<file path="config.mk">
export PLATFORM = sky130hd
export DESIGN_NAME = commitUnit
export DESIGN_NICKNAME = d
export VERILOG_FILES = /design/src/common/mpuPkg.sv /design/src/common/aggPkg.sv /design/src/commitAgg/commitAgg.sv /design/src/commitAgg/ringBuffCtrl.sv /design/src/logic/commitUnit.sv /design/src/logic/issueGate.sv
export SDC_FILE = /design/constraint.sdc
export NUM_CORES = 1
export LEC_CHECK = 0
export BUFFER_PORTS_ARGS = -buffer_cell sky130_fd_sc_hd__buf_2
export CORE_ASPECT_RATIO = 1.75
export CORE_MARGIN = 2
export CORE_UTILIZATION = 34
export CTS_CLUSTER_DIAMETER = 150
export DETAILED_ROUTE_END_ITERATION = 6
export PLACE_DENSITY = 0.47
export SLEW_MARGIN = 20
export SYNTH_ARGS = -nofsm -noshare
export SYNTH_HDL_FRONTEND = slang
export SYNTH_SLANG_ARGS = --single-unit
</file>
<file path="constraint.sdc">
create_clock -name clock -period 4.23 [get_ports clock]
set_clock_uncertainty 0.05 [all_clocks]
set_input_delay 0.2115 -clock clock [delete_from_list [all_inputs] [get_ports clock]]
set_output_delay 0.2115 -clock clock [all_outputs]
set_load 0.03 [all_outputs]
</file>
<file path="src/common/mpuPkg.sv">
// Issue-side constants and types for the commit stage
// BUFF_SIZE must stay a power of two and well below 2**ISSUE_W
// so that outstanding issue numbers never alias

package mpuPkg;

	//////////////////////////////
	// Sizing
	//////////////////////////////

	localparam int NUM_TPU   = 4;                  // TPU lanes per group
	localparam int BUFF_SIZE = 4;                  // Outstanding instructions
	localparam int ISSUE_W   = 4;                  // Issue number bits, wraps at 16
	localparam int PTR_W     = $clog2(BUFF_SIZE);

	//////////////////////////////
	// Types
	//////////////////////////////

	// Issue number, compared against TPU commit tags
	typedef logic [ISSUE_W-1:0] issueNo_t;

	// One bit per TPU lane
	typedef logic [NUM_TPU-1:0] tpuMask_t;

	// Index into the aggregation ring
	typedef logic [PTR_W-1:0] ringPtr_t;

endpackage

</file>
<file path="src/common/aggPkg.sv">
// Bundles exchanged between issue gate, aggregation table and TPUs
// Commit tags are only meaningful on lanes whose req bit is set

package aggPkg;

	import mpuPkg::*;

	//////////////////////////////
	// Issue side
	//////////////////////////////

	// Registered issue toward the aggregation table, 9 bits
	typedef struct packed {
		logic     valid;
		tpuMask_t enMask;   // Lanes taking part
		issueNo_t no;
	} issue_t;

	//////////////////////////////
	// TPU side
	//////////////////////////////

	// Per-lane commit strobes with their tags, 20 bits
	typedef struct packed {
		tpuMask_t                 req;
		issueNo_t [NUM_TPU-1:0] no;    // Lane j tag at no[j]
	} tpuCommit_t;

	// One aggregation slot, 13 bits
	typedef struct packed {
		logic     valid;
		tpuMask_t enMask;
		tpuMask_t cmtMask;  // Lanes already committed
		issueNo_t no;
	} aggEntry_t;

	// In-order completion report to the issuer, 5 bits
	typedef struct packed {
		logic     req;
		issueNo_t no;
	} commit_t;

endpackage

</file>
<file path="src/commitAgg/commitAgg.sv">
// Aggregation table matching per-TPU commits to outstanding issues
// Head retires once every enabled lane has committed, strictly in order
// Commits carrying a number that is not outstanding are dropped
// Caller guarantees no write into an occupied slot

module commitAgg (
	input  logic               clock,
	input  logic               reset,
	input  aggPkg::issue_t     issue,
	input  aggPkg::tpuCommit_t tpuCommit,
	input  mpuPkg::ringPtr_t   wrPtr,
	input  mpuPkg::ringPtr_t   rdPtr,
	output logic               retire,
	output aggPkg::commit_t    commit
);

	import mpuPkg::*;
	import aggPkg::*;

	aggEntry_t aggTable [BUFF_SIZE-1:0];
	tpuMask_t  laneHit  [BUFF_SIZE-1:0];   // Lanes committing to each slot this cycle
	aggEntry_t headEntry;

	//////////////////////////////
	// Commit matching
	//////////////////////////////

	// A lane hits a slot only if the slot is live and expects that lane
	always_comb begin
		for (int i = 0; i < BUFF_SIZE; i++) begin
			for (int j = 0; j < NUM_TPU; j++) begin
				laneHit[i][j] = aggTable[i].valid
					& aggTable[i].enMask[j]
					& tpuCommit.req[j]
					& (tpuCommit.no[j] == aggTable[i].no);
			end
		end
	end

	//////////////////////////////
	// Head release
	//////////////////////////////

	assign headEntry = aggTable[rdPtr];

	// Empty enable mask compares equal at once
	assign retire = headEntry.valid & (headEntry.cmtMask == headEntry.enMask);

	assign commit = '{req: retire, no: headEntry.no};

	//////////////////////////////
	// Table update
	//////////////////////////////

	always_ff @(posedge clock) begin
		if (reset) begin
			for (int i = 0; i < BUFF_SIZE; i++) begin
				aggTable[i].valid <= 1'b0;
			end
		end else begin
			// Accumulate lane commits on every slot
			for (int i = 0; i < BUFF_SIZE; i++) begin
				aggTable[i].cmtMask <= aggTable[i].cmtMask | laneHit[i];
			end

			if (retire)
				aggTable[rdPtr].valid <= 1'b0;   // Frees the head slot

			// New issue lands at the tail, never the retiring head
			if (issue.valid) begin
				aggTable[wrPtr] <= '{
					valid:   1'b1,
					enMask:  issue.enMask,
					cmtMask: '0,
					no:      issue.no
				};
			end
		end
	end

endmodule

</file>
<file path="src/commitAgg/ringBuffCtrl.sv">
// Pointer and occupancy control for a ring of numEntry slots
// numEntry must be a power of two, pointers wrap by truncation
// No protection against we when full or re when empty

module ringBuffCtrl #(
	parameter int numEntry = 4,
	localparam int ptrW = $clog2(numEntry),
	localparam int cntW = $clog2(numEntry + 1)
) (
	input  logic            clock,
	input  logic            reset,
	input  logic            we,
	input  logic            re,
	output logic [ptrW-1:0] wrPtr,
	output logic [ptrW-1:0] rdPtr,
	output logic            full,
	output logic            almostFull,
	output logic            empty
);

	logic [cntW-1:0] count;   // Occupied slots

	//////////////////////////////
	// Pointers and count
	//////////////////////////////

	always_ff @(posedge clock) begin
		if (reset) begin
			wrPtr <= '0;
			rdPtr <= '0;
			count <= '0;
		end else begin
			if (we)
				wrPtr <= wrPtr + ptrW'(1);
			if (re)
				rdPtr <= rdPtr + ptrW'(1);

			// Simultaneous read and write keeps the count
			case ({we, re})
				2'b10:   count <= count + cntW'(1);
				2'b01:   count <= count - cntW'(1);
				default: count <= count;
			endcase
		end
	end

	//////////////////////////////
	// Flags
	//////////////////////////////

	assign full       = (count == cntW'(numEntry));
	assign almostFull = (count == cntW'(numEntry - 1));  // One slot left
	assign empty      = (count == '0);

endmodule

</file>
<file path="src/logic/commitUnit.sv">
// Commit aggregation stage top level
// issueStall mirrors ring full, a request seen while high is lost
// tpuCommit strobes are single cycle and carry no back-pressure

module commitUnit (
	input  logic               clock,
	input  logic               reset,
	input  logic               issueReq,
	input  mpuPkg::tpuMask_t   issueMask,
	input  aggPkg::tpuCommit_t tpuCommit,
	output mpuPkg::issueNo_t   issueNo,
	output logic               issueStall,
	output aggPkg::commit_t    commit
);

	import mpuPkg::*;
	import aggPkg::*;

	issue_t   issue;        // Registered issue, doubles as ring write strobe
	ringPtr_t wrPtr;
	ringPtr_t rdPtr;
	logic     retire;
	logic     full;
	logic     almostFull;
	logic     empty;        // Observed by the bound checks

	assign issueStall = full;

	issueGate issueGate0 (
		.clock      (clock),
		.reset      (reset),
		.issueReq   (issueReq),
		.issueMask  (issueMask),
		.full       (full),
		.almostFull (almostFull),
		.issueNo    (issueNo),
		.issue      (issue)
	);

	commitAgg commitAgg0 (
		.clock     (clock),
		.reset     (reset),
		.issue     (issue),
		.tpuCommit (tpuCommit),
		.wrPtr     (wrPtr),
		.rdPtr     (rdPtr),
		.retire    (retire),
		.commit    (commit)
	);

	ringBuffCtrl #(
		.numEntry (BUFF_SIZE)
	) ringBuffCtrl0 (
		.clock      (clock),
		.reset      (reset),
		.we         (issue.valid),
		.re         (retire),
		.wrPtr      (wrPtr),
		.rdPtr      (rdPtr),
		.full       (full),
		.almostFull (almostFull),
		.empty      (empty)
	);

endmodule

</file>
<file path="src/logic/issueGate.sv">
// Accepts issue strobes while the ring has room and numbers them
// A refused request is dropped, the issuer must retry
// At most one registered issue is in flight toward the table

module issueGate (
	input  logic             clock,
	input  logic             reset,
	input  logic             issueReq,
	input  mpuPkg::tpuMask_t issueMask,
	input  logic             full,
	input  logic             almostFull,
	output mpuPkg::issueNo_t issueNo,     // Number of the next accepted issue
	output aggPkg::issue_t   issue
);

	import mpuPkg::*;

	logic     accept;
	logic     pendValid;   // Registered issue waiting for its table write
	tpuMask_t pendMask;
	issueNo_t pendNo;

	// Last free slot is already spoken for while an issue is pending
	assign accept = issueReq & ~full & ~(almostFull & pendValid);

	always_ff @(posedge clock) begin
		if (reset) begin
			pendValid <= 1'b0;
			issueNo   <= '0;
		end else begin
			pendValid <= accept;
			if (accept)
				issueNo <= issueNo + issueNo_t'(1);   // Wraps past 15
		end
	end

	// Payload only, qualified by pendValid
	always_ff @(posedge clock) begin
		if (accept) begin
			pendMask <= issueMask;
			pendNo   <= issueNo;
		end
	end

	assign issue = '{valid: pendValid, enMask: pendMask, no: pendNo};

endmodule

</file>
==> out/metrics.cfg <==
[clock_tree]
clockBufferDepth=2
cts_tree=built
cts.sinks=74
cts_setup_buffers=0
clk_latency_ns=0.34
cts_buffers=9
h-tree-depth=3
clk_pin_slew_ns=0.07
cts-root-buf=clkbuf_16

[worst_setup_path]
ff2ff_path_depth=8
worstSetupPathType=flip-flop to flip-flop
crit_arrival_ns=3.26
crit_slowest_cell=mux4_1
slowest_delay_ns=0.62
crit_path_start_kind=flip-flop
crit_fanout=9
rr_endpoint=ringBuffCtrl0.count[2]
path_cells=mux4_1 -> xor2_1 -> a211oi_4 -> ha_1 -> fa_1 -> xnor2_1 -> or3_1 -> a21oi_1
cp.required_ns=4.44
reg2reg_slack_ns=1.18
cp-end-kind=flip-flop

[power_and_ir_drop]
ir_worst_vdd_uv=231
p_leak_nw=1.65
power_density_nw_per_um2=390

[sta]
fin_tns_setup_ns=0
drv_slew=0
finalCriticalPeriod_ns=3.05
fmax_mhz=328
fin_worst_hold_slack_ns=0.221
finalSetupViolCount=0
max_slew.worst_pin.slew_ns=0.931
slew_headroom_pct=37.7
grt_setup_unrepaired=false
period_share_pct=72.0
hold_viol=0

[synthesis]
syn-cell-area_um2=3720
ys_seq_area_share_pct=50.6
synth-seq-cells=74
synth_fp_nets=365
ys_types=31
yosysWarningCount=0
postSynthAreaPerCell_um2=11.4
synth_cells=327
synth_flop_cell=edfxtp_1
synth_edf_count=40
async_flop_share_pct=0

[routing]
drc=0
viasPerCell=5.10
drt-wirelength-per-cell_um=19.7
antenna_left=0
drt_iter0_drc=141
num_vias=2500
wl_um=9670
drt_pass1_iterations=4

[final_layout]
syn_to_final_growth_pct=15.8
drive_gt1_share_pct=15.8
fillers=1041
antennaDiodeCount=0
final_nets=393
final_area_um2=4310

[global_routing]
grt_max_degree=20
antenna_found_initial=0
grt_overflow=0
grt_pass1_vias=2491
grt_util_all_layers_pct=17.3
grt_pass1_wl_um=14900

[die]
die_w_um=83.1
start_util_pct=34.8
io-pin-count=37
core_area_um2=10700
num_rows=50
dieArea_um2=11800
dieHeight_um=142

[hold_path]
min_delay_path_depth=2
hold_end=ringBuffCtrl0.wrPtr[0]
min-delay-start=reset
hold_class=input port to flip-flop

[place]
placed_cell_area_um2=3970
portBuffers=36
gp_congestion=0.858
hpwlAfterDp_um=7330

[job]
drv_cap=0

[status]
status=completed

area by class of cell:
| cell class | instances | area [µm²] | area share, % |
|---|---|---|---|
| sequential | 74 | 1880 | 43.7 |
| timing repair buffer | 41 | 228 | 5.28 |
| inverter | 9 | 33.8 | 0.784 |
| tap | 130 | 163 | 3.77 |
| clock buffer | 9 | 225 | 5.22 |
| multi-input combinational | 220 | 1700 | 39.5 |
| clock inverter | 7 | 75.1 | 1.74 |
critical path: cells and delay by family (launching register included):
family	cells	cell delay (ns)
xor+xnor	2	0.49
fa+ha+maj	2	0.71
compound gates	2	0.28
flops	1	0.50
mux	1	0.62
simple gates	1	0.31
cells by family (layout without fill, tap and decap cells):
family / after synthesis / count (layout) / share of synthesized area [%]
DFF: 74 / 74 / 50.6
buffers and inverters: 33 / 66 / 3.63
and+or+nand+nor: 104 / 104 / 14.1
AOI/OAI and AO/OA: 9 / 9 / 1.78
adders and majority gates: 11 / 11 / 3.90
xor gates and xnor gates: 83 / 83 / 19.5
muxes: 13 / 13 / 6.52
worst max-delay path by stage:
stage          depth (start not counted)                      to
2_1_floorplan                          9  ringBuffCtrl0.count[2]
3_3_place_gp                           8  ringBuffCtrl0.count[2]
3_5_place_dp                           8  ringBuffCtrl0.count[2]
4_1_cts                                8  ringBuffCtrl0.count[2]
5_1_grt                                8  ringBuffCtrl0.count[2]
6_report                               8  ringBuffCtrl0.count[2]
state kept, by name (all words and copies together) (netlist names), named ones only:
name,count
commitAgg0.aggTable,52
issueGate0.issueNo,4
issueGate0.pendMask,4
issueGate0.pendNo,4
issueGate0.pendValid,1
ringBuffCtrl0.count,3
ringBuffCtrl0.rdPtr,2
ringBuffCtrl0.wrPtr,2
report_power, final:
group / internal, mW / switching [mW] / leakage (nW)
Combinational: 0.0480 / 0.0640 / 0.859
Sequential: 0.778 / 0.0219 / 0.646
Clock: 0.460 / 0.307 / 0.140
Total: 1.29 / 0.393 / 1.65
per-layer routing:
| metal | global-route usage [%] | wire [µm] |
|---|---|---|
| met3 | 4.29 | 509 |
| met2 | 30.2 | 5000 |
| met5 | 0 | 0 |
| met1 | 19.1 | 3770 |
| met4 | 9.84 | 388 |
per-stage QoR:
| stage | std cells | power [mW] | setup slack, ns | utilization (%) |
|---|---|---|---|---|
| 2_1_floorplan | 327 | 0.878 | 1.59 | - |
| 4_1_cts | 490 | 1.70 | 1.14 | 40.3 |
| 3_5_place_dp | 470 | 0.926 | 1.17 | 37.1 |
| 5_1_grt | 490 | 1.75 | 0.991 | 40.3 |
| 3_3_place_gp | 470 | 0.924 | 1.24 | 37.1 |
| 6_report | 490 | 1.68 | 1.18 | 40.3 |
cell usage in the layout, fill, tap and decap left out, drive strengths merged:
cell	Yosys	final
xor2	59	59
nor2	48	48
edfxtp	40	40
buf	8	37
dfxtp	34	34
xnor2	24	24
nand4	17	17
nor4	16	16
inv	9	12
ha	10	10
nand2	9	9
clkbuf	16	9
mux4	7	7
a31oi	5	5
nor2b	5	5
mux2i	4	4
dlygate4sd3	0	4
nor4b	2	2
a21oi	2	2
mux2	2	2
nand2b	2	2
clkinvlp	0	2
nor3b	2	2
and4b	1	1
nor3	1	1
a211oi	1	1
o21ai	1	1
or3	1	1
fa	1	1
clkinv	0	1
bufinv	0	1
synth_stat cells, types with 2 or more instances:
cell	count	area share, %
a21oi_1	2	0.27
a31oi_1	5	0.84
buf_1	6	0.61
clkbuf_1	16	1.6
dfxtp_1	34	18
edfxtp_1	40	32
ha_1	10	3.4
inv_1	9	0.91
mux2_2	2	0.61
mux2i_1	4	1.1
mux4_1	6	4.2
nand2_1	9	0.91
nand2b_1	2	0.34
nand4_1	17	2.9
nor2_1	48	4.8
nor2b_1	5	0.84
nor4_1	16	2.7
nor4b_1	2	0.47
xnor2_1	24	5.6
xor2_1	59	14
repair_timing:
item	in CTS	in global routing
hold buffers	4	0
endpoints found under the hold margin	4	0
resized for setup	0	0
(Power assumes the default switching activity.)
